### config.mk
export PLATFORM = sky130hd
export DESIGN_NAME = crc5_byte
export DESIGN_NICKNAME = d
export VERILOG_FILES = /design/src/usb_rx_pkg.sv /design/src/crc5_byte.sv
export VERILOG_INCLUDE_DIRS = /design/src
export SDC_FILE = /design/constraint.sdc
export NUM_CORES = 1
export LEC_CHECK = 0
export BUFFER_PORTS_ARGS = -buffer_cell sky130_fd_sc_hd__buf_2
export CAP_MARGIN = 40
export CORE_AREA = 5 5 42 44
export CTS_CLUSTER_SIZE = 14
export DETAILED_ROUTE_END_ITERATION = 12
export DIE_AREA = 0 0 47 49
export PLACE_DENSITY = 0.67
export SYNTH_ARGS = -nofsm -noshare
export SYNTH_HDL_FRONTEND = slang
export SYNTH_SLANG_ARGS = --single-unit
export TNS_END_PERCENT = 30
### constraint.sdc
create_clock -name clk -period 1.37 [get_ports clk]
set_input_delay 0.274 -clock clk [delete_from_list [all_inputs] [get_ports clk]]
set_output_delay 0.274 -clock clk [all_outputs]
set_load 0.005 [all_outputs]
### src/usb_rx_consts.svh
`ifndef USB_RX_CONSTS_SVH
`define USB_RX_CONSTS_SVH

// Packet identifiers as they appear on the byte stream.
`define USB_PID_SYNC    8'h0F
`define USB_PID_ACK     8'h2D
`define USB_PID_NAK     8'hA5
`define USB_PID_STL     8'hE1
`define USB_PID_STAT    8'hD2
`define USB_PID_DATA0   8'h96
`define USB_PID_DATA1   8'h5A

// Upper nibble of the status head byte.
`define USB_HEAD_DTYPE  4'h1
`define USB_HEAD_DTEMP  4'h9
`define USB_HEAD_DLINK  4'hD

// Packet type codes reported to the host.
`define USB_PKT_NONE    4'd0
`define USB_PKT_ACK     4'd1
`define USB_PKT_NAK     4'd2
`define USB_PKT_STL     4'd3
`define USB_PKT_STAT    4'd4
`define USB_PKT_DLINK   4'd8
`define USB_PKT_DTYPE   4'd9
`define USB_PKT_DTEMP   4'd10
`define USB_PKT_DATA0   4'd13
`define USB_PKT_DATA1   4'd14
`define USB_PKT_ERROR   4'd15

`define USB_CRC5_POLY   5'h05     // x^5 + x^2 + 1
`define USB_CRC5_INIT   5'h1F
`define USB_CRC16_POLY  16'h8005  // x^16 + x^15 + x^2 + 1
`define USB_CRC16_INIT  16'hFFFF

`define USB_RAM_AW      12

`endif

### src/usb_rx_pkg.sv
`include "usb_rx_consts.svh"

package usb_rx_pkg;

    typedef logic [7:0]             byte_t;
    typedef logic [3:0]             nibble_t;
    typedef logic [`USB_RAM_AW-1:0] ram_addr_t;
    typedef logic [3:0]             pkt_type_t;
    typedef logic [4:0]             crc5_t;
    typedef logic [15:0]            crc16_t;

    // One state per received byte, plus the framing states around a packet.
    typedef enum logic [4:0] {
        ST_WAIT,
        ST_PID,
        ST_SNUM0,
        ST_SNUM1,
        ST_SHEAD,
        ST_SVAL,
        ST_CRC5,
        ST_DLEN0,
        ST_DLEN1,
        ST_DHEAD,
        ST_DINFO,
        ST_PAYLOAD,
        ST_CRC16H,
        ST_CRC16L,
        ST_ERROR,
        ST_REST,
        ST_DONE
    } rx_state_t;

    typedef struct packed {
        byte_t   device_temp;
        byte_t   device_type;
        nibble_t device_stat;
        nibble_t device_idx;
        nibble_t data_idx;
    } cache_stat_t;

    typedef struct packed {
        logic      en;
        ram_addr_t addr;
        byte_t     data;
    } ram_wr_t;

endpackage

### src/crc5_byte.sv
`timescale 1ns/1ps
`include "usb_rx_consts.svh"

module crc5_byte (
    input  logic              clk,
    input  logic              rst,
    input  logic              clr,
    input  logic              en,
    input  usb_rx_pkg::byte_t din,
    output usb_rx_pkg::crc5_t crc
);
    import usb_rx_pkg::*;

    crc5_t crc_next;

    // Eight serial steps folded into one cycle, MSB of the byte first.
    always_comb begin
        crc_next = crc;
        for (int i = 7; i >= 0; i--) begin
            if (crc_next[4] ^ din[i]) begin
                crc_next = {crc_next[3:0], 1'b0} ^ `USB_CRC5_POLY;
            end else begin
                crc_next = {crc_next[3:0], 1'b0};
            end
        end
    end

    always_ff @(posedge clk or posedge rst) begin
        if (rst) begin
            crc <= `USB_CRC5_INIT;
        end else if (clr) begin
            crc <= `USB_CRC5_INIT;  // A new packet restarts from the seed.
        end else if (en) begin
            crc <= crc_next;
        end
    end

endmodule

* Word-level counts from Yosys, hierarchy flattened *
Index checks and enable logic that the tools add are counted.

storage, ports and cells
  register bits = 5
  bits of input ports = 12
  output and inout port bits = 5
  logic and storage cells = 28

cells by class
  mux-type cells = 10
  bitwise gates (word level) = 16
  reduce and logical (&&, ||, !) cells = 1

operators by type and width
  kind                count
  3-bit 2-to-1 mux    8
  2-bit NOT           8
  5-bit 2-to-1 mux    2
  1-bit XOR           8
  2-bit nonzero test  1

* Longest topological paths before layout *
  depth in word-level cells = 18
  mapped depth = 4
  mapped depth without buffers = 4

* Worst setup path after synthesis *
No wires, ideal clock.

  kind = reg2reg
  start = register crc[3]
  end = register crc[2]
  setup time = 0.077 ns
  arrival = 1.446 ns
  required time = 1.293 ns
  slack = -0.153 ns
  stages on the path, launching flop included = 5
  buffers on the path = 0
  period minus slack after synthesis = 1.523 ns
  cell sequence = dfstp_2 xor2_2 xnor3_1 xnor2_1 a31oi_1

between the ends
  longest elaborated chain between the ends = 8

RTL lines
  item                      line             text
  start: declaration        crc5_byte.sv:10  output usb_rx_pkg::crc5_t crc
  start signal: assignment  crc5_byte.sv:30  crc <= `USB_CRC5_INIT;
  start signal: assignment  crc5_byte.sv:32  crc <= `USB_CRC5_INIT;
  start signal: assignment  crc5_byte.sv:34  crc <= crc_next;
  1-bit XOR                 crc5_byte.sv:20  if (crc_next[4] ^ din[i]) begin
  3-bit 2-to-1 mux          crc5_byte.sv:20
  1-bit XOR                 crc5_byte.sv:20
  3-bit 2-to-1 mux          crc5_byte.sv:20
  1-bit XOR                 crc5_byte.sv:20
  3-bit 2-to-1 mux          crc5_byte.sv:20
  5-bit 2-to-1 mux          crc5_byte.sv:33  end else if (en) begin
  5-bit 2-to-1 mux          crc5_byte.sv:31  end else if (clr) begin

No other way between the ends. The select of a mux whose other input is x is not followed.
A chain may end at the register's enable or synchronous reset.

* Worst setup path after layout *
  start = register crc[2]
  end = register crc[2]

between the ends
  longest elaborated chain between the ends = 9
  elaborated cells between the ends (all ways) = 13
  classes of those cells = mux: 8; bitwise: 5

RTL lines
  item                                                            line
  1-bit XOR (*)                                                   crc5_byte.sv:20
  3-bit 2-to-1 mux (*)                                            crc5_byte.sv:20
  1-bit XOR / 3-bit 2-to-1 mux (equally long branches)            crc5_byte.sv:20
  3-bit 2-to-1 mux / 2-bit NOT (equally long branches)            -
  3-bit 2-to-1 mux                                                crc5_byte.sv:20
  2-bit NOT (no source line) / 1-bit XOR (equally long branches)  -
  3-bit 2-to-1 mux (*)                                            crc5_byte.sv:20
  5-bit 2-to-1 mux (*)                                            crc5_byte.sv:33
  5-bit 2-to-1 mux (*)                                            crc5_byte.sv:31

Every way passes the cells marked *; elsewhere a longest branch is shown, timed or not. The select of a mux whose other input is x is not followed.

==> metrics.md <==
| Metric | Value |
|---|---|
| Worst-Margin Slew | 247 ps |
| PortBufs | 16 |
| Fin. Hold Viols | 0 |
| Peak supply drop | 1.26 mV |
| First-pass GRT wire length | 1200 microns |
| Die W | 47 microns |
| Die Area | 2300 sq um |
| IO Count | 17 |
| Max-cap violations | 0 |
| Clk slew on worst S/H paths | 40 ps |
| CP arrival | 1710 ps |
| Via count | 328 |
| # DRC | 0 |
| Sink Count | 5 |
| Ys flop type | dfstp_2 |
| Yosys reg bits | 5 |
| Routability cong. | 0.805 |
| Clock skew | 4.23 ps |
| LEAKAGE | 0.327 nW |
| Initial drt markers | 3 |
| CTS tree | built |
| GR Overflow Total | 0 |
| Most frequent cells in the layout | buf_2 (16), buf_4 (9), xnor2_1 (5), dfstp_2 (5) |
| Initial antenna violation count | 0 |
| Endpoints failing setup | 4 |
| Nets | 75 |
| Worst R2R Path Depth | 4 |
| Max reg flops | 5 |
| Antenna viol nets, final | 0 |
| FFs w/ async S/R, synth | 100% |
| Syn_area_per_cell | 12.9 sq um |
| Hold Crit Class | input port to asynchronous set/reset pin |
| DRT Pass-1 Iters | 4 |
| Site Rows | 14 |
| Most common cell after layout, fill and taps aside | buf_2 |
| Failing checks | setup timing |
| Total CTS buffers | 3 |
| Crit path capture type | flop |
| H-tree depth | 1 |
| Crit start category | flop |
| Ant diodes | 0 |
| CP Data Required Time | 1530 ps |
| Mapped Area | 425 sq um |
| Largest Register | crc |
| CP Max Fanout | 4 |
| Slew HR | 83.4% |
| Chip height | 49 microns |
| Seq/Total Area, Yosys | 30.9% |
| Dpl ws | -178 ps |
| GRT Overall Usage | 7.53% |
| Max Clk Rate | 0.646 GHz |
| Vias in the first global route | 330 |
| RSZ-0062 raised after global routing | yes |
| Post-synth EDFFs | 0 |
| Setup ws final | -177 ps |
| Clock Latency Late Sink | 240 ps |
| Syn_nets | 45 |
| Share of post-route cells with drive strength above 1 | 62.9% |
| Status | complete, but fails checks |
| Mapped Cells | 33 |
| # hold bufs at CTS | 0 |
| Starting Density | 30.4% |
| Detailed Place HPWL | 688 microns |
| Vias per std cell | 4.21 |
| Final Instance Count excl. Fillers | 78 |
| Layout fillers | 144 |
| Largest net degree at the start of global routing | 7 |
| Yosys warns | 0 |
| Pwr dens | 2320 nW/um^2 |
| Root buffer cell | clkbuf_4 |
| Fin crit share | 113% |
| Inst Count DP | 72 |
| Largest registers | crc: 5 flops |
| Clock buffer depth | 2 |
| Pins Over Slew Limit | 0 |
| WL per Instance | 10.3 microns |
| Path type of the worst setup path | flop to flop |
| Syn-to-layout area delta | 50.3% |
| Setup TNS | -437 ps |
| Count of different cell masters after synthesis | 16 |
| Tmin final | 1550 ps |
| Core area | 1400 sq um |
| Routed WL | 807 microns |
## metrics by stage
stage	hold slack, ps	area [sq um]	power (mW)	util, %
detailed placement	393	582	1.26	41.5
global route	143	639	1.59	45.6
floorplan	251	425	0.971	-
finish	126	639	1.48	45.6
global placement	393	582	1.24	41.5
CTS	134	628	1.49	44.8
## where the power goes
group	internal, mW	switching, mW
Clock	0.110	0.0574
Combinational	0.627	0.355
Sequential	0.260	0.0720
## worst max-delay path, cell delays in order (launching register included)
cell,delay [ps]
dfstp_2,560
xor3_1,220
xnor3_1,410
xnor2_1,140
a31oi_1,140
## worst paths after layout
kind / start / slack, ps / endpoint
worst max-delay path: crc[2]$_DFFE_PP1P_ / -180 / crc[2]$_DFFE_PP1P_
worst min-delay path: rst / 130 / crc[4]$_DFFE_PP1P_
worst max register to register: crc[2]$_DFFE_PP1P_ / -180 / crc[2]$_DFFE_PP1P_
worst min register to register: crc[2]$_DFFE_PP1P_ / 620 / crc[2]$_DFFE_PP1P_
max in group asynchronous: rst / 1220 / crc[0]$_DFFE_PP1P_
min in group clk: clr / 300 / crc[3]$_DFFE_PP1P_
## logic make-up after synthesis
family          Yosys count  synth area share, %
flops                     5                 30.9
compound gates            3                 3.82
buf+inv                   4                 3.53
xor+xnor                 14                 50.9
simple gates              4                 3.82
mux                       3                 7.06
## final cells by class
class	count	area (sq um)	share of cell area [%]
Clock buffer	4	26.3	4.11
Timing Repair Buffer	26	159	24.9
Tap cell	16	20.0	3.13
Inverter	3	11.3	1.76
Sequential cell	5	131	20.5
Multi-Input combinational cell	24	292	45.6
## Yosys cell counts, types with 2 or more instances
cell | n | area [sq um]
xor2_2 | 2 | 32.5
inv_1 | 3 | 11.3
xnor3_1 | 3 | 67.6
mux2i_1 | 3 | 30.0
xnor2_1 | 5 | 43.8
dfstp_2 | 5 | 131
nand2_1 | 3 | 11.3
## metal layers
layer / GRT usage [%] / routed length [microns]
met1: 8.82 / 336
met2: 10.9 / 399
met4: 4.61 / 15
met3: 3.32 / 56
met5: 0 / 0
## what timing repair did
item | 4_1_cts | 5_1_grt
setup endpoints to repair | 5 | 5
gates resized for setup | 2 | 1
endpoints found under the hold margin | 0 | 0
buffers inserted | 1 | 1
pin swaps | 4 | 2
Power figures use the tool's default switching activity.
