==> src/usb_rx_consts.svh <==
`ifndef USB_RX_CONSTS_SVH
`define USB_RX_CONSTS_SVH

// Packet identifiers as they appear on the byte stream.
`define USB_PID_SYNC    8'h0F
`define USB_PID_ACK     8'h2D
`define USB_PID_NAK     8'hA5
`define USB_PID_STL     8'hE1
`define USB_PID_STAT    8'hD2
`define USB_PID_DATA0   8'h96
`define USB_PID_DATA1   8'h5A

// Upper nibble of the status head byte.
`define USB_HEAD_DTYPE  4'h1
`define USB_HEAD_DTEMP  4'h9
`define USB_HEAD_DLINK  4'hD

// Packet type codes reported to the host.
`define USB_PKT_NONE    4'd0
`define USB_PKT_ACK     4'd1
`define USB_PKT_NAK     4'd2
`define USB_PKT_STL     4'd3
`define USB_PKT_STAT    4'd4
`define USB_PKT_DLINK   4'd8
`define USB_PKT_DTYPE   4'd9
`define USB_PKT_DTEMP   4'd10
`define USB_PKT_DATA0   4'd13
`define USB_PKT_DATA1   4'd14
`define USB_PKT_ERROR   4'd15

`define USB_CRC5_POLY   5'h05     // x^5 + x^2 + 1
`define USB_CRC5_INIT   5'h1F
`define USB_CRC16_POLY  16'h8005  // x^16 + x^15 + x^2 + 1
`define USB_CRC16_INIT  16'hFFFF

`define USB_RAM_AW      12

`endif

==> src/usb_rx_pkg.sv <==
`include "usb_rx_consts.svh"

package usb_rx_pkg;

    typedef logic [7:0]             byte_t;
    typedef logic [3:0]             nibble_t;
    typedef logic [`USB_RAM_AW-1:0] ram_addr_t;
    typedef logic [3:0]             pkt_type_t;
    typedef logic [4:0]             crc5_t;
    typedef logic [15:0]            crc16_t;

    // One state per received byte, plus the framing states around a packet.
    typedef enum logic [4:0] {
        ST_WAIT,
        ST_PID,
        ST_SNUM0,
        ST_SNUM1,
        ST_SHEAD,
        ST_SVAL,
        ST_CRC5,
        ST_DLEN0,
        ST_DLEN1,
        ST_DHEAD,
        ST_DINFO,
        ST_PAYLOAD,
        ST_CRC16H,
        ST_CRC16L,
        ST_ERROR,
        ST_REST,
        ST_DONE
    } rx_state_t;

    typedef struct packed {
        byte_t   device_temp;
        byte_t   device_type;
        nibble_t device_stat;
        nibble_t device_idx;
        nibble_t data_idx;
    } cache_stat_t;

    typedef struct packed {
        logic      en;
        ram_addr_t addr;
        byte_t     data;
    } ram_wr_t;

endpackage

==> src/usb_rx.sv <==
`timescale 1ns/1ps
`include "usb_rx_consts.svh"

module usb_rx (
    input  logic                    clk,
    input  logic                    rst,
    input  logic                    fire,
    input  usb_rx_pkg::byte_t       rx_data,
    input  logic                    fd,
    input  usb_rx_pkg::ram_addr_t   ram_base,
    input  usb_rx_pkg::crc5_t       crc5,
    input  usb_rx_pkg::crc16_t      crc16,
    output logic                    fs,
    output usb_rx_pkg::pkt_type_t   pkt_type,
    output usb_rx_pkg::cache_stat_t cache_stat,
    output usb_rx_pkg::ram_wr_t     ram_wr,
    output logic                    crc_clr,
    output logic                    crc_en
);
    import usb_rx_pkg::*;

    rx_state_t state;
    rx_state_t state_next;
    pkt_type_t pid_type;
    nibble_t   len_hi;
    ram_addr_t data_len;
    ram_addr_t pay_cnt;
    logic      last_byte;
    logic      crc5_ok;
    logic      crc16_hi_ok;
    logic      crc16_lo_ok;

    // Packet type implied by the PID byte alone.
    always_comb begin
        case (rx_data)
            `USB_PID_ACK:   pid_type = `USB_PKT_ACK;
            `USB_PID_NAK:   pid_type = `USB_PKT_NAK;
            `USB_PID_STL:   pid_type = `USB_PKT_STL;
            `USB_PID_STAT:  pid_type = `USB_PKT_STAT;
            `USB_PID_DATA0: pid_type = `USB_PKT_DATA0;
            `USB_PID_DATA1: pid_type = `USB_PKT_DATA1;
            default:        pid_type = `USB_PKT_ERROR;
        endcase
    end

    assign last_byte   = (pay_cnt == data_len - 1'b1);
    assign crc5_ok     = (rx_data == {3'b000, crc5});
    assign crc16_hi_ok = (rx_data == crc16[15:8]);
    assign crc16_lo_ok = (rx_data == crc16[7:0]);

    always_ff @(posedge clk or posedge rst) begin
        if (rst) begin
            state <= ST_WAIT;
        end else begin
            state <= state_next;
        end
    end

    always_comb begin
        state_next = state;
        case (state)
            ST_WAIT: begin
                if (fire && rx_data == `USB_PID_SYNC) begin
                    state_next = ST_PID;
                end
            end
            ST_PID: begin
                case (pid_type)
                    `USB_PKT_ACK,
                    `USB_PKT_NAK,
                    `USB_PKT_STL:   state_next = ST_REST;  // Handshakes end at the PID.
                    `USB_PKT_STAT:  state_next = ST_SNUM0;
                    `USB_PKT_DATA0,
                    `USB_PKT_DATA1: state_next = ST_DLEN0;
                    default:        state_next = ST_ERROR;
                endcase
            end
            ST_SNUM0:   state_next = ST_SNUM1;
            ST_SNUM1:   state_next = ST_SHEAD;
            ST_SHEAD:   state_next = ST_SVAL;
            ST_SVAL:    state_next = ST_CRC5;
            ST_CRC5:    state_next = crc5_ok ? ST_REST : ST_ERROR;
            ST_DLEN0:   state_next = ST_DLEN1;
            ST_DLEN1:   state_next = ST_DHEAD;
            ST_DHEAD:   state_next = ST_DINFO;
            ST_DINFO:   state_next = ST_PAYLOAD;
            ST_PAYLOAD: begin
                if (last_byte) begin
                    state_next = ST_CRC16H;
                end
            end
            ST_CRC16H:  state_next = crc16_hi_ok ? ST_CRC16L : ST_ERROR;
            ST_CRC16L:  state_next = crc16_lo_ok ? ST_REST : ST_ERROR;
            ST_ERROR:   state_next = ST_REST;
            ST_REST: begin
                if (!fire) begin
                    state_next = ST_DONE;  // Drain the stream before reporting.
                end
            end
            ST_DONE: begin
                if (fd) begin
                    state_next = ST_WAIT;
                end
            end
            default:    state_next = ST_WAIT;
        endcase
    end

    // The PID gives a first type; the status head or an error refines it.
    always_ff @(posedge clk or posedge rst) begin
        if (rst) begin
            pkt_type <= `USB_PKT_NONE;
        end else begin
            case (state)
                ST_PID:   pkt_type <= pid_type;
                ST_SHEAD: begin
                    case (rx_data[7:4])
                        `USB_HEAD_DLINK: pkt_type <= `USB_PKT_DLINK;
                        `USB_HEAD_DTYPE: pkt_type <= `USB_PKT_DTYPE;
                        `USB_HEAD_DTEMP: pkt_type <= `USB_PKT_DTEMP;
                        default:         pkt_type <= `USB_PKT_STAT;
                    endcase
                end
                ST_ERROR: pkt_type <= `USB_PKT_ERROR;
                default:  pkt_type <= pkt_type;
            endcase
        end
    end

    // Device status cache. Fields keep their new values even if the CRC
    // check later fails.
    always_ff @(posedge clk or posedge rst) begin
        if (rst) begin
            cache_stat <= '0;
        end else begin
            case (state)
                ST_SHEAD: cache_stat.device_idx <= rx_data[3:0];
                ST_SVAL: begin
                    if (pkt_type == `USB_PKT_DTYPE) begin
                        cache_stat.device_type <= rx_data;
                    end else if (pkt_type == `USB_PKT_DTEMP) begin
                        cache_stat.device_temp <= rx_data;
                    end
                end
                ST_DHEAD: cache_stat.device_idx <= rx_data[3:0];
                ST_DINFO: begin
                    cache_stat.data_idx    <= rx_data[7:4];
                    cache_stat.device_stat <= rx_data[3:0];
                end
                default:  cache_stat <= cache_stat;
            endcase
        end
    end

    // Payload length N, loaded from the two length bytes.
    always_ff @(posedge clk) begin
        if (state == ST_DLEN0) begin
            len_hi <= rx_data[3:0];
        end
        if (state == ST_DLEN1) begin
            data_len <= {len_hi, rx_data};
        end
    end

    always_ff @(posedge clk or posedge rst) begin
        if (rst) begin
            pay_cnt <= '0;
        end else if (state == ST_PAYLOAD) begin
            pay_cnt <= pay_cnt + 1'b1;
        end else begin
            pay_cnt <= '0;
        end
    end

    assign fs      = (state == ST_DONE);
    assign crc_clr = (state == ST_PID);

    // Every byte between the PID and the CRC bytes feeds both CRC units.
    assign crc_en = state inside {ST_SNUM0, ST_SNUM1, ST_SHEAD, ST_SVAL,
                                  ST_DLEN0, ST_DLEN1, ST_DHEAD, ST_DINFO, ST_PAYLOAD};

    assign ram_wr.en   = (state == ST_PAYLOAD);
    assign ram_wr.addr = ram_base + pay_cnt;
    assign ram_wr.data = rx_data;  // Written on the edge that consumes it.

endmodule

==> config.mk <==
export PLATFORM = sky130hd
export DESIGN_NAME = usb_rx
export DESIGN_NICKNAME = d
export VERILOG_FILES = /design/src/usb_rx_pkg.sv /design/src/usb_rx.sv
export VERILOG_INCLUDE_DIRS = /design/src
export SDC_FILE = /design/constraint.sdc
export NUM_CORES = 1
export LEC_CHECK = 0
export ABC_AREA = 1
export BUFFER_PORTS_ARGS = -buffer_cell sky130_fd_sc_hd__clkbuf_2
export CORE_MARGIN = 4
export CORE_UTILIZATION = 59
export CTS_CLUSTER_DIAMETER = 150
export DETAILED_ROUTE_END_ITERATION = 10
export GPL_ROUTABILITY_DRIVEN = 1
export GPL_TIMING_DRIVEN = 0
export PLACE_DENSITY = 0.87
export SLEW_MARGIN = 20
export SYNTH_ARGS = -nofsm -noshare
export SYNTH_HDL_FRONTEND = slang
export SYNTH_SLANG_ARGS = --single-unit
==> constraint.sdc <==
create_clock -name clk -period 2.99 [get_ports clk]
set_input_delay 0.299 -clock clk [delete_from_list [all_inputs] [get_ports clk]]
set_output_delay 0.299 -clock clk [all_outputs]
set_load 0.02 [all_outputs]
### Word-level counts from Yosys, hierarchy flattened

Index checks and enable logic that the tools add are counted.

* register bits after elaboration: 65
* logic and storage cells: 79
* input bits: 45
* output and inout port bits: 56

* bitwise operators: 1
* $add $sub $neg: 3
* equal/unequal tests: 42
* reductions and logical operators: 10
* multiplexer cells: 13

Operators with widths (number)
* $pmux 5 s17: 1
* $eq 5x4->1 const B: 8
* $pmux 4 s3: 3
* $eq 8x8->1 const B: 4
* $eq 4x4->1 const B: 6
* $pmux 4 s6: 1
* $eq 5x3->1 const B: 4
* $mux 5: 4
* $eq 8x8->1: 2
* $add 12x1->12 const B: 1
* $add 12x12->12: 1
* $eq 12x12->1: 1
* $mux 12: 1
* $sub 12x1->12 const B: 1
* $eq 5x2->1 const B: 2
* $reduce_bool 9->1: 1
* $eq 4x1->1 const B: 2
* $eq 4x2->1 const B: 2
* $eq 8x4->1 const B: 1
* $eq 8x5->1: 1
* $eq 8x6->1 const B: 1
* $eq 8x7->1 const B: 1
* $ne 2x2->1 const B: 3
* $eq 5x1->1 const B: 1
* other kinds (14): 16

### Logic depth before layout (Yosys ltp)

* depth in word-level cells: 6
* gate-level depth with buffers: 15
* mapped depth without buffers: 15

### Least setup slack after synthesis

Ideal clock, no wire load.

* path kind: reg2out
* start: reg pay_cnt[0]
* end: out ram_wr[16] (netlist name)
* required time: 2691 ps
* arrival: 1766 ps
* cell stages (with the launch flop): 9
* slack: 925 ps
* cells stage by stage: dfrtp_1 ha_1 inv_1 fa_1 inv_1 a31oi_1 nor3_1 nor3_1 xor2_1

RTL lines
* from (decl): RTL line usb_rx.sv:27 `ram_addr_t pay_cnt;`
* from (signal assigned): RTL line usb_rx.sv:169 `pay_cnt <= pay_cnt + 1'b1;`
* to (decl): RTL line usb_rx.sv:16 `output usb_rx_pkg::ram_wr_t ram_wr,`

==> impl_metrics.py <==
metrics = {
    "run_status": {
        "outcome": "finished clean",
    },
    "floorplanning": {
        "die_h_um": 92.39,
        "boundaryPins": 101,
        "std_cell_rows": 30,
        "initial_core_util_pct": 61.17,
        "fp.dieW_um": 92.39,
        "die_area_um2": 8535,
        "fp.coreArea_um2": 6869,
    },
    "cells_and_area": {
        "nets": 737,
        "synthToLayoutAreaGrowth_pct": 20.16,
        "diodes": 0,
        "final_common_cell": "nand2_1",
        "n_fill_cell": 547,
        "layout_common_cells": "nand2_1, clkbuf_2, nor2_1",
        "drive_gt1_share_pct": 21.67,
    },
    "timing": {
        "setup-tns-final_ns": 0,
        "fin_crit_ns": 2.689,
        "slew-limit-headroom_pct": 35.43,
        "holdWs_ns": 0.1775,
        "slew_viol_final": 0,
        "worst_pin_slew_ns": 0.9649,
        "fin_skew_ns": 0.007779,
        "setup_viol": 0,
        "rsz0062_at_grt": "false",
        "max_freq_ghz": 0.3719,
        "hold_viol": 0,
        "timing.final.crit_share_pct": 89.93,
    },
    "clocking": {
        "clk_pin_slew_worst_paths_ns": 0.08,
        "post_cts_buffers": 0,
        "cts_buffers": 9,
        "htree_num_levels": 3,
        "cts_buffer_depth": 2,
        "cts_resized": 0,
        "cts_sinks": 65,
        "cts_root_buffer": "clkbuf_8",
        "cts_hold_buf": 1,
        "insertion_delay_ns": 0.34,
        "cts_tree": "yes",
    },
    "routing": {
        "drt_wl_total_um": 11190,
        "drc_errors": 0,
        "drt_iter0_drc": 305,
        "viasPerCell": 5.368,
        "drtAntennaViolNets": 0,
        "avgRoutedWirePerCell_um": 14.37,
        "via_count": 4182,
        "first_pass_iters": 5,
    },
    "worst_setup_path": {
        "crit_type": "register to output pin",
        "cp-startpoint": "pay_cnt[2]",
        "crit_path_top_delay_cell": "dfrtp_1",
        "reg2reg_slack_ns": 0.88,
        "timing.rr.end": "state[1]",
        "reg2regPathDepth": 15,
        "crit_chain": "ha_1, nand2_1, o21ai_0, nand3_1, nand4_1, xor2_1, clkbuf_2",
        "cp-start-kind": "register",
        "critPathMaxFanout": 6,
        "endpoint_kind": "output pin",
        "crit_path_max_incr_delay_ns": 0.47,
        "worstSetupEndpoint": "ram_wr[19]",
        "cp.required_ns": 2.69,
        "r2r-start": "data_len[0]",
        "crit_arrival_ns": 2.39,
    },
    "yosys": {
        "syn_avg_cell_area_um2": 7.436,
        "synth-simple-area-share_pct": 29.81,
        "seq_area_frac_synth_pct": 40.62,
        "netlist_area_um2": 4202,
        "synth_fa_ha_area_share_pct": 4.348,
        "ys.warnings.count": 0,
        "synth_xor_area_share_pct": 6.462,
        "syn_inst": 565,
        "synth_top_family_by_area": "simple AND/OR/NAND/NOR gates",
        "syn_nets": 624,
        "synthDistinctLibCells": 38,
        "ys_ff_latch": 65,
        "synth_mux_area_share_pct": 0,
        "synth_compound_area_share_pct": 10.42,
    },
    "global_routing": {
        "antenna_found_initial": 0,
        "grt_pass1_vias": 3989,
        "grt_max_degree": 29,
        "overflow": 0,
        "grt_pass1_wl_um": 18600,
        "track_usage_pct": 27.17,
    },
    "run": {
        "maxCapViolCount": 0,
    },
    "power": {
        "p_per_area_nw_per_um2": 657.8,
        "ir_drop_uv": 437.4,
        "p_leak_uw": 0.002578,
    },
    "place": {
        "place_congestion": 0.9631,
        "dpl.hpwl_um": 8911,
        "portBuffers": 100,
    },
    "worst_hold_path": {
        "min_path_type": "input pin to register",
        "min_from": "rx_data[6]",
    },
}
==> critical path: cells and delay by family (launching register included) <==
| kind | cells | cell delay (ns) |
|---|---|---|
| buffers and inverters | 1 | 0.18 |
| AO/OA/AOI/OAI | 1 | 0.45 |
| AND/OR/NAND/NOR | 3 | 0.40 |
| flip-flops | 1 | 0.47 |
| XOR/XNOR | 1 | 0.14 |
| adder cells (fa/ha/maj) | 1 | 0.42 |
==> sequential cells by signal (all words and copies together) (netlist names) <==
signal      cells
cache_stat     28
pkt_type        4
state           5
data_len       12
len_hi          4
pay_cnt        12
==> cell families after synthesis <==
family	after synthesis
adders and majority gates	14
DFF	65
and+or+nand+nor	292
buffers and inverters	82
AOI/OAI and AO/OA	81
xor gates and xnor gates	31
==> how the worst min path moves through the flow <==
stage / endpoint / slack (ns) / depth (start not counted)
3_5_place_dp: cache_stat[3] / 0.34 / 2
3_3_place_gp: data_len[10] / 0.40 / 0
2_1_floorplan: data_len[0] / 0.40 / 0
6_report: data_len[6] / 0.18 / 1
5_1_grt: data_len[6] / 0.18 / 1
4_1_cts: data_len[6] / 0.17 / 1
==> routing by layer <==
metal | vias up | track usage [%] | share of wire [%]
met2 | 186 | 47.98 | 50
met3 | 22 | 4.549 | 7.5
met1 | 1912 | 33.75 | 40
met5 | - | 0 | 0
li1 | 2062 | - | -
met4 | 0 | 8.787 | 2.1
==> synthesized netlist by cell type, drive strengths merged <==
master | number | area share (%)
nand4 | 5 | 0.89
nor2 | 73 | 7.1
o41ai | 1 | 0.21
o211ai | 2 | 0.36
fa | 1 | 0.48
o21bai | 2 | 0.36
inv | 67 | 6.0
a21oi | 24 | 2.9
a22oi | 1 | 0.18
buf | 13 | 2.2
nor3b | 1 | 0.18
o31ai | 1 | 0.18
nand2 | 153 | 14
a31oi | 4 | 0.60
o21ai | 44 | 5.2
nand2b | 1 | 0.15
ha | 13 | 3.9
nand3 | 43 | 5.4
xnor2 | 19 | 4.0
a21boi | 1 | 0.18
a2111o | 1 | 0.27
dfrtp | 49 | 29
xor2 | 12 | 2.5
edfxtp | 16 | 11
clkbuf | 2 | 0.18
nor4 | 5 | 0.89
nor3 | 11 | 1.4
==> stage by stage <==
step	instance area (um2)	setup slack [ns]	cells	total power (uW)	util (%)
after global placement	4822	0.6964	761	2572	70.20
after CTS	5049	0.3058	779	3329	73.50
final	5049	0.3012	779	3321	73.50
after floorplan	4202	0.9253	565	2175	-
after global routing	5049	0.07136	779	3549	73.50
after detailed placement	4842	0.6851	762	2600	70.49
==> layout make-up <==
class,instances,area (um2),share of cell area [%]
well taps,96,120.1,2.379
flip-flops and latches,65,1707,33.80
clock buffers,10,148.9,2.949
multi-input cells,418,2145,42.48
plain buffers,15,98.84,1.958
repair buffers,102,530.5,10.51
inverters,67,251.5,4.981
clock inverters,6,47.55,0.9418
==> where the power goes <==
group	switching (uW)	internal, uW	leakage [uW]	total [uW]
clock	367	358	0.0000984	726
sequential	140	1120	0.000694	1260
combinational	903	436	0.00179	1340
No activity file was read; power rests on OpenSTA's default activity.
