<file path="src/usb_rx_consts.svh">
`ifndef USB_RX_CONSTS_SVH
`define USB_RX_CONSTS_SVH

// Packet identifiers as they appear on the byte stream.
`define USB_PID_SYNC    8'h0F
`define USB_PID_ACK     8'h2D
`define USB_PID_NAK     8'hA5
`define USB_PID_STL     8'hE1
`define USB_PID_STAT    8'hD2
`define USB_PID_DATA0   8'h96
`define USB_PID_DATA1   8'h5A

// Upper nibble of the status head byte.
`define USB_HEAD_DTYPE  4'h1
`define USB_HEAD_DTEMP  4'h9
`define USB_HEAD_DLINK  4'hD

// Packet type codes reported to the host.
`define USB_PKT_NONE    4'd0
`define USB_PKT_ACK     4'd1
`define USB_PKT_NAK     4'd2
`define USB_PKT_STL     4'd3
`define USB_PKT_STAT    4'd4
`define USB_PKT_DLINK   4'd8
`define USB_PKT_DTYPE   4'd9
`define USB_PKT_DTEMP   4'd10
`define USB_PKT_DATA0   4'd13
`define USB_PKT_DATA1   4'd14
`define USB_PKT_ERROR   4'd15

`define USB_CRC5_POLY   5'h05     // x^5 + x^2 + 1
`define USB_CRC5_INIT   5'h1F
`define USB_CRC16_POLY  16'h8005  // x^16 + x^15 + x^2 + 1
`define USB_CRC16_INIT  16'hFFFF

`define USB_RAM_AW      12

`endif

</file>
<file path="src/usb_rx_pkg.sv">
`include "usb_rx_consts.svh"

package usb_rx_pkg;

    typedef logic [7:0]             byte_t;
    typedef logic [3:0]             nibble_t;
    typedef logic [`USB_RAM_AW-1:0] ram_addr_t;
    typedef logic [3:0]             pkt_type_t;
    typedef logic [4:0]             crc5_t;
    typedef logic [15:0]            crc16_t;

    // One state per received byte, plus the framing states around a packet.
    typedef enum logic [4:0] {
        ST_WAIT,
        ST_PID,
        ST_SNUM0,
        ST_SNUM1,
        ST_SHEAD,
        ST_SVAL,
        ST_CRC5,
        ST_DLEN0,
        ST_DLEN1,
        ST_DHEAD,
        ST_DINFO,
        ST_PAYLOAD,
        ST_CRC16H,
        ST_CRC16L,
        ST_ERROR,
        ST_REST,
        ST_DONE
    } rx_state_t;

    typedef struct packed {
        byte_t   device_temp;
        byte_t   device_type;
        nibble_t device_stat;
        nibble_t device_idx;
        nibble_t data_idx;
    } cache_stat_t;

    typedef struct packed {
        logic      en;
        ram_addr_t addr;
        byte_t     data;
    } ram_wr_t;

endpackage

</file>
<file path="src/crc16_byte.sv">
`timescale 1ns/1ps
`include "usb_rx_consts.svh"

module crc16_byte (
    input  logic               clk,
    input  logic               rst,
    input  logic               clr,
    input  logic               en,
    input  usb_rx_pkg::byte_t  din,
    output usb_rx_pkg::crc16_t crc
);
    import usb_rx_pkg::*;

    crc16_t crc_next;

    // Same bit-serial update as the CRC5 unit, unrolled over the byte.
    always_comb begin
        crc_next = crc;
        for (int i = 7; i >= 0; i--) begin
            if (crc_next[15] ^ din[i]) begin
                crc_next = {crc_next[14:0], 1'b0} ^ `USB_CRC16_POLY;
            end else begin
                crc_next = {crc_next[14:0], 1'b0};
            end
        end
    end

    // The register holds its value while disabled, so the receiver can
    // compare both CRC bytes against the same result.
    always_ff @(posedge clk or posedge rst) begin
        if (rst) begin
            crc <= `USB_CRC16_INIT;
        end else if (clr) begin
            crc <= `USB_CRC16_INIT;
        end else if (en) begin
            crc <= crc_next;
        end
    end

endmodule

</file>
<file path="config.mk">
export PLATFORM = sky130hd
export DESIGN_NAME = crc16_byte
export DESIGN_NICKNAME = d
export VERILOG_FILES = /design/src/usb_rx_pkg.sv /design/src/crc16_byte.sv
export VERILOG_INCLUDE_DIRS = /design/src
export SDC_FILE = /design/constraint.sdc
export NUM_CORES = 1
export LEC_CHECK = 0
export BUFFER_PORTS_ARGS = -buffer_cell sky130_fd_sc_hd__buf_2
export CORE_ASPECT_RATIO = 0.5
export CORE_MARGIN = 4
export CORE_UTILIZATION = 30
export CTS_BUF_LIST = sky130_fd_sc_hd__clkbuf_4 sky130_fd_sc_hd__clkbuf_8 sky130_fd_sc_hd__clkbuf_16
export DETAILED_ROUTE_END_ITERATION = 10
export GPL_TIMING_DRIVEN = 0
export PLACE_DENSITY = 0.46
export REMOVE_ABC_BUFFERS = 1
export SLEW_MARGIN = 25
export SYNTH_ARGS = -nofsm -noshare
export SYNTH_HDL_FRONTEND = slang
export SYNTH_SLANG_ARGS = --single-unit
</file>
<file path="constraint.sdc">
create_clock -name clk -period 5.1 [get_ports clk]
set_input_delay 1.02 -clock clk [delete_from_list [all_inputs] [get_ports clk]]
set_output_delay 1.02 -clock clk [all_outputs]
set_load 0.1 [all_outputs]
</file>
# Word-level counts from Yosys, hierarchy flattened
# Index checks and enable logic that the tools add are counted.
# word_totals
register_bits	16
in_bits	12
# classes
n_mux	10
n_bitwise	16
n_reduce_logical	1
# ops
cell	count
16-bit two-way mux	10
3-bit NOT	8
1-bit XOR	8
2-bit nonzero test	1

# Logic depth before layout (Yosys ltp)
# Gate-level depths: netlist (run 1).
# depth
ltp_word	18
ltp_mapped	6
mapped_depth_nobuf	6

# Least setup slack after synthesis (run 1)
# No wires, ideal clock.
# synth_timing
kind	input-to-reg
startpoint	input port din[5]
endpoint	register crc[15]
setup_time_ps	95
arrival_time_ps	2295
t_required_ps	5005
slack_ps	2710
stages	6
cell_sequence	xnor2_2 xor3_2 nor3_2 a2111oi_4 o2111ai_1 o2111ai_1
# synth_via
elab_chain_len	14
# synth_rtl
item	line	text
start, declared	crc16_byte.sv:9	input usb_rx_pkg::byte_t din,
1-bit XOR	crc16_byte.sv:20	if (crc_next[15] ^ din[i]) begin
16-bit two-way mux	crc16_byte.sv:20	
1-bit XOR	crc16_byte.sv:20	
16-bit two-way mux	crc16_byte.sv:20	
1-bit XOR	crc16_byte.sv:20	
16-bit two-way mux	crc16_byte.sv:20	
1-bit XOR	crc16_byte.sv:20	
16-bit two-way mux	crc16_byte.sv:20	
1-bit XOR	crc16_byte.sv:20	
16-bit two-way mux	crc16_byte.sv:20	
1-bit XOR	crc16_byte.sv:20	
16-bit two-way mux	crc16_byte.sv:20	
16-bit two-way mux	crc16_byte.sv:35	end else if (en) begin
16-bit two-way mux	crc16_byte.sv:33	end else if (clr) begin
end signal, assigned	crc16_byte.sv:32	crc <= `USB_CRC16_INIT;
end signal, assigned	crc16_byte.sv:34	crc <= `USB_CRC16_INIT;
end signal, assigned	crc16_byte.sv:36	crc <= crc_next;
end, declared	crc16_byte.sv:10	output usb_rx_pkg::crc16_t crc
# No other way between the ends. The select of a mux whose other input is x is not followed.
# A chain may end at the register's enable or synchronous reset.

# Worst setup path after layout (run 1)
# layout_timing
startpoint	input port din[7]
endpoint	register crc[15]
# layout_via
elab_chain_len	18
# layout_rtl
item	line
1-bit XOR	crc16_byte.sv:20
16-bit two-way mux	crc16_byte.sv:20
1-bit XOR	crc16_byte.sv:20
16-bit two-way mux	crc16_byte.sv:20
1-bit XOR	crc16_byte.sv:20
16-bit two-way mux	crc16_byte.sv:20
1-bit XOR	crc16_byte.sv:20
16-bit two-way mux	crc16_byte.sv:20
(+2 left out)	n/a
1-bit XOR	crc16_byte.sv:20
16-bit two-way mux	crc16_byte.sv:20
1-bit XOR	crc16_byte.sv:20
16-bit two-way mux	crc16_byte.sv:20
1-bit XOR	crc16_byte.sv:20
16-bit two-way mux	crc16_byte.sv:20
16-bit two-way mux	crc16_byte.sv:35
16-bit two-way mux	crc16_byte.sv:33
# No other way between the ends. The select of a mux whose other input is x is not followed.

==> results of run 1 <==
==> cell families (layout without fill, tap and decap cells) <==
kind of cell	count (synthesis)	count (layout)	share of synthesized area
buffers and inverters	6	33	0.02111
AND/OR/NAND/NOR	30	30	0.1433
flip-flops	16	16	0.3733
AO/OA/AOI/OAI	23	23	0.1533
XOR/XNOR	25	25	0.3089
==> cell usage in the layout, fill, tap and decap left out, drive strengths merged <==
cell type   n
xor3        1
nor3        4
nand2       2
dfstp      16
xnor3       1
xor2        5
nor2        9
inv         2
buf        27
xnor2      18
nor2b       7
clkbuf      4
a22oi       1
o21ai       1
o22ai       1
a21oi      10
or2         7
a211o       6
a2111oi     1
a31oi       1
o2111ai     2
nand3       1
==> synthesized netlist by cell type (all sizes together) (2+ instances only) <==
master	count
or2	7
nor3	4
a211o	6
clkbuf	3
dfstp	16
nor2b	7
nand2	2
o2111ai	2
xor2	5
inv	2
a21oi	10
xnor2	18
nor2	9
==> how the worst max path moves through the flow <==
stage                     startpoint  endpoint  slack, ns
final                         din[7]   crc[15]       2.66
after CTS                     din[7]   crc[15]       2.65
after global placement        din[7]   crc[15]       2.39
after global routing          din[7]   crc[15]       2.53
after detailed placement      din[7]   crc[15]       2.38
after floorplan               din[5]   crc[15]       2.71
==> routing by layer <==
metal  global-route usage  wire, µm
met5                    0         0
met4              0.02871        29
met3              0.04118       165
met2               0.1540       976
met1               0.1441      1186
==> power groups by stage <==
stage	logic, mW	registers [mW]	clock network, mW
floorplan	0.218	0.368	0
global placement	0.452	0.195	0
detailed placement	0.453	0.195	0
CTS	0.455	0.193	0.121
global route	0.479	0.197	0.126
finish	0.453	0.193	0.116
==> stage by stage <==
stage	instances	hold slack, ns	power (mW)
floorplan	96	0.7648	0.5856
global placement	174	0.5591	0.6464
detailed placement	174	0.5860	0.6476
CTS	178	0.5973	0.7685
global route	178	0.6444	0.8017
finish	178	0.5999	0.7615
==> worst max-delay path, cell delays in order <==
cell and delay (ns):
buf_2 0.11, xnor2_2 0.36, xor3_2 0.43, nor3_2 0.29, a2111oi_4 0.09, o2111ai_1 0.14, o2111ai_1 0.15
==> cell type report <==
| type | instances | area (µm²) |
|---|---|---|
| fill | 376 | 2165 |
| clock buffer | 4 | 55.05 |
| multi-input combinational | 78 | 681.9 |
| inverter | 2 | 7.507 |
| sequential | 16 | 420.4 |
| timing repair buffer | 27 | 135.1 |
| tap | 51 | 63.81 |
==> metrics, run 1 <==
status finished clean; First-pass DRT Iterations 6; vias in the first global route 762; YS warnings 0; Post-Syn Instances 100; Buffers on Ports 27; Layout area overhead 21.11%; die width 94.65 µm; io pins 28; Sum Neg Setup Slack 0 ns; worst-path maximum fanout 4; FP Rows 15; reg2reg setup slack 3.10 ns; maximum vdd ir drop 0.0001155 V; synth unique cells 27; Core ar. 3528 µm²; Post-layout nets 140; Post-synth top flop dfstp_2; Leak 0.5441 nW; routed len/inst 13.25 µm; Finish-stage setup viols 0; Skew-Pair Late Insertion Delay 0.26 ns; via count 798; period utilization 0.4781; Synth top area share 0.3733; initial antenna violation count 0; Reg2Reg Depth 6; total die area 4857 µm²; number of flops mapped to enable cells by yosys 0; Hold Crit Start crc[1]; Max-Cap Viols 0; Hold Path Depth 2; Avg Vias per Cell 4.483; fin crit period 2.438 ns; Mapped Area 1126 µm²; height of the die 51.32 µm; sequential cell fraction of total power 0.253; CTS tree yes; Top Registers crc: 16 flops; clock slew at reported path FFs 0.07 ns; Slew @ Worst Pin 0.6450 ns; Psw 0.3761 mW; final hold vios 0; Reg-to-Reg End crc[15]; final worst slack 2.662 ns; start of the worst register-to-register path crc[13]; Max Root-Sink Buffers 2; utilization after layout 0.3865; Cell Pwr Density 558.3 nW/µm²; Mean Syn Cell Area 11.26 µm²; max FFs per register 16; design area 1364 µm²; largest register by flop count crc; total grt overflow 0; worst endpoint data arrival time 2.60 ns; power share of the combinational group 0.594; unrepaired setup endpoints after global routing false; dpl ws 2.376 ns; clock group share of total power 0.152; DP Area 1309 µm²; Sw Ratio 0.4939; worst path required time 5.26 ns; flop and latch count out of synthesis 16; GRT Util Overall 0.1054; Cell Int Power 0.3853 mW; max-slew violation count 0; share of post-route cells with drive strength above 1 0.4882; root buffer cell clkbuf_8; Initial Utilization 0.3191; CTS H-Tree Depth 1; synth top area cells dfstp_2 (37%), xnor2_2 (10%), xnor2_1 (7.0%), xnor2_4 (4.9%), a211o_1 (4.7%); sequential fraction of the synthesis area 0.3733; Clock Skew 0.008477 ns; Routed Antenna Nets 0; startpoint type of the worst setup path input pin; CP Capture Type flip-flop; post-CTS sizing 0; Post-synth ARST share 1.000; Setup CP Type in -> reg; detailed-route wire length 2.358 mm; Num CTS Buffers 3; min-delay worst type reg -> reg; post-synthesis cell type with the largest combined area dfstp_2; worst relative slew slack 0.5695; Iter 0 DRT Violations 31; DRC viols 0; first-pass GRT wire length 3.836 mm; Fmax 410.2 MHz; Hold Crit Endpoint crc[1]; GPL Wtd Cong 0.7359; HPWL after DPL 1.687 mm; largest net degree at the start of global routing 34; TritonCTS Sinks 16; hold_buf cts 0; antenna cells 0; post-CTS setup buffers 0
No activity file was read; power rests on OpenSTA's default activity.
==> run 2: changes to the inputs <==
--- a/config.mk
+++ b/config.mk
@@ -6,6 +6,7 @@
 export SDC_FILE = /design/constraint.sdc
 export NUM_CORES = 1
 export LEC_CHECK = 0
+export ABC_AREA = 1
 export BUFFER_PORTS_ARGS = -buffer_cell sky130_fd_sc_hd__buf_2
 export CORE_ASPECT_RATIO = 0.5
 export CORE_MARGIN = 4
@@ -13,7 +14,7 @@
 export CTS_BUF_LIST = sky130_fd_sc_hd__clkbuf_4 sky130_fd_sc_hd__clkbuf_8 sky130_fd_sc_hd__clkbuf_16
 export DETAILED_ROUTE_END_ITERATION = 10
 export GPL_TIMING_DRIVEN = 0
-export PLACE_DENSITY = 0.46
+export PLACE_DENSITY = 0.48
 export REMOVE_ABC_BUFFERS = 1
 export SLEW_MARGIN = 25
 export SYNTH_ARGS = -nofsm -noshare
==> constraint.sdc (replaced) <==
create_clock -name clk -period 2.2 [get_ports clk]
set_input_delay 0.44 -clock clk [delete_from_list [all_inputs] [get_ports clk]]
set_output_delay 0.44 -clock clk [all_outputs]
set_load 0.1 [all_outputs]
==> metrics, run 2 <==
max-slew violation count 0; number of flops mapped to enable cells by yosys 0; most used standard cell by instance count after synthesis nand2_1; total die area 4772 µm²; maximum vdd ir drop 0.0003198 V; detailed-route wire length 2.739 mm; final hold vios 0; fin crit period 2.052 ns; post-synthesis cell type with the largest combined area dfstp_2; Mean Syn Cell Area 8.297 µm²; Top Registers crc: 16 flops; Num CTS Buffers 3; Core ar. 3491 µm²; first-pass GRT wire length 4.409 mm; via count 961; Mapped Area 1104 µm²; clock slew at reported path FFs 0.07 ns; Post-layout nets 178; reg2reg setup slack 0.15 ns; startpoint type of the worst setup path flip-flop; First-pass DRT Iterations 4; worst path required time 2.40 ns; io pins 28; height of the die 50.89 µm; Buffers on Ports 27; Post-synth top flop dfstp_2; Layout area overhead 29.59%; die width 93.78 µm; min-delay worst type reg -> reg; synth unique cells 20; DRC viols 0; routed len/inst 12.68 µm; Skew-Pair Late Insertion Delay 0.25 ns; antenna cells 0; Clock Skew 0.002462 ns; Reg-to-Reg End crc[2]; worst-path maximum fanout 4; dpl ws 0.07579 ns; Setup CP Type reg -> reg; Fmax 487.4 MHz; initial antenna violation count 0; Seq. cell area 420.4 µm²; Hold Path Depth 2; start of the worst register-to-register path crc[15]; FP Rows 15; Max-Cap Viols 0; status finished clean; Multi-input gate area 650.6 µm²; Post-Syn Instances 133; TritonCTS Sinks 16; synth top area cells dfstp_2 (38%), nand2_1 (8.5%), inv_1 (7.5%), nand2_4 (7.1%), a21oi_1 (5.0%); HPWL after DPL 2.128 mm; Max Root-Sink Buffers 2; Slew @ Worst Pin 0.6355 ns; max FFs per register 16; Post-synth ARST share 1.000; worst relative slew slack 0.5758; Routed Antenna Nets 0; final worst slack 0.1482 ns; GPL Wtd Cong 0.8065; Sum Neg Setup Slack 0 ns; synth cell count leaders nand2_1 (25), inv_1 (22), dfstp_2 (16), a21oi_1 (11), nand3_1 (9); commonest non-fill, non-tap cell in the layout buf_2; Synth top area share 0.3810; Iter 0 DRT Violations 34; flop and latch count out of synthesis 16; Initial Utilization 0.3161; Leak 0.7007 nW; worst endpoint data arrival time 2.25 ns; Finish-stage setup viols 0; Cell Pwr Density 1012 nW/µm²; largest net degree at the start of global routing 17; CP Capture Type flip-flop; share of post-route cells with drive strength above 1 0.4727; most frequent cells in the layout buf_2 (27), inv_1 (22), nand2_1 (22), dfstp_2 (16), a21oi_1 (11); Hold Crit Start crc[12]; total grt overflow 0; Layout fillers 397; Avg Vias per Cell 4.449; Reg2Reg Depth 18; period utilization 0.9327; vias in the first global route 878; CTS tree yes; GRT Util Overall 0.1206; YS warnings 0; Hold Crit Endpoint crc[12]; root buffer cell clkbuf_8; sequential fraction of the synthesis area 0.3810; CTS H-Tree Depth 1; largest register by flop count crc
## run 2: changes by cell type after synthesis, sizes merged, moves of 4 or more
cell,previous run,this run
nand2,2,37
inv,2,22
nand3,1,16
xnor2,18,5
nor2b,7,0
or2,7,0
a211o,6,0
o21ai,1,6
nor3,4,0
## run 2: how the worst max path moves through the flow
stage / to / slack (ns) / startpoint
global placement: crc[2] / 0.07 / din[6]
detailed placement: crc[2] / 0.08 / din[7]
floorplan: crc[2] / -0.06 / crc[15]
CTS: crc[15] / 0.07 / crc[15]
finish: crc[2] / 0.15 / crc[15]
global route: crc[2] / -0.02 / crc[15]
## run 2: per-stage QoR
stage	power [mW]	instances	instance area, µm²	utilization	hold slack [ns]
final	1.447	216	1430	0.4097	0.4858
after global routing	1.538	216	1430	0.4097	0.5043
after CTS	1.401	213	1343	0.3846	0.4858
after detailed placement	1.122	209	1287	0.3688	0.4763
after global placement	1.119	209	1287	0.3688	0.4711
after floorplan	1.006	131	1089	-	0.5030
## run 2: layout make-up
| cell class | instances | area share |
|---|---|---|
| Clock buffer | 4 | 0.03850 |
| Inverter | 22 | 0.05774 |
| Multi-Input combinational cell | 93 | 0.4549 |
| Sequential cell | 16 | 0.2940 |
| Tap cell | 51 | 0.04462 |
| Timing Repair Buffer | 30 | 0.1102 |
## run 2: what timing repair did
item | in CTS | in global routing
setup endpoints to repair | 0 | 4
setup buffers | 0 | 3
resized for setup | 0 | 13
hold endpoints to repair | 0 | 0
hold buffers | 0 | 0
## run 2: critical path, stage by stage (launching register included)
cell and delay, ns:
dfstp_2 0.55, inv_1 0.06, nand2_1 0.10, nand2_4 0.08
nand2_4 0.10, nand2_4 0.07, nand2_4 0.08, nand2_4 0.07
nand2_2 0.06, nand3_2 0.12, nand2_4 0.11, nand2_2 0.06
nand3_4 0.10, nand2_4 0.09, nand2_4 0.07, nand3_1 0.06
nand2_1 0.08, nand2_1 0.05, nand2_1 0.06
## run 2: cells by family (layout without fill, tap and decap cells)
family	Yosys count	after routing	share of synthesized area
xor gates and xnor gates	11	11	0.09410
AOI/OAI and AO/OA	22	22	0.1100
DFF	16	16	0.3809
buffers and inverters	24	56	0.08843
and+or+nand+nor	60	60	0.3265
## run 2: metal layers
layer	track usage	wire, µm	vias to the layer above
met3	0.02206	63	0
met2	0.1857	1251	15
met5	0	0	-
met1	0.1777	1423	460
met4	0.02158	0	0
li1	-	-	486
## run 2: report_power, final
group / leakage (nW) / internal (mW) / switching, mW
Sequential: 0.169 / 0.363 / 0.0350
Combinational: 0.503 / 0.196 / 0.582
Clock: 0.0288 / 0.159 / 0.111
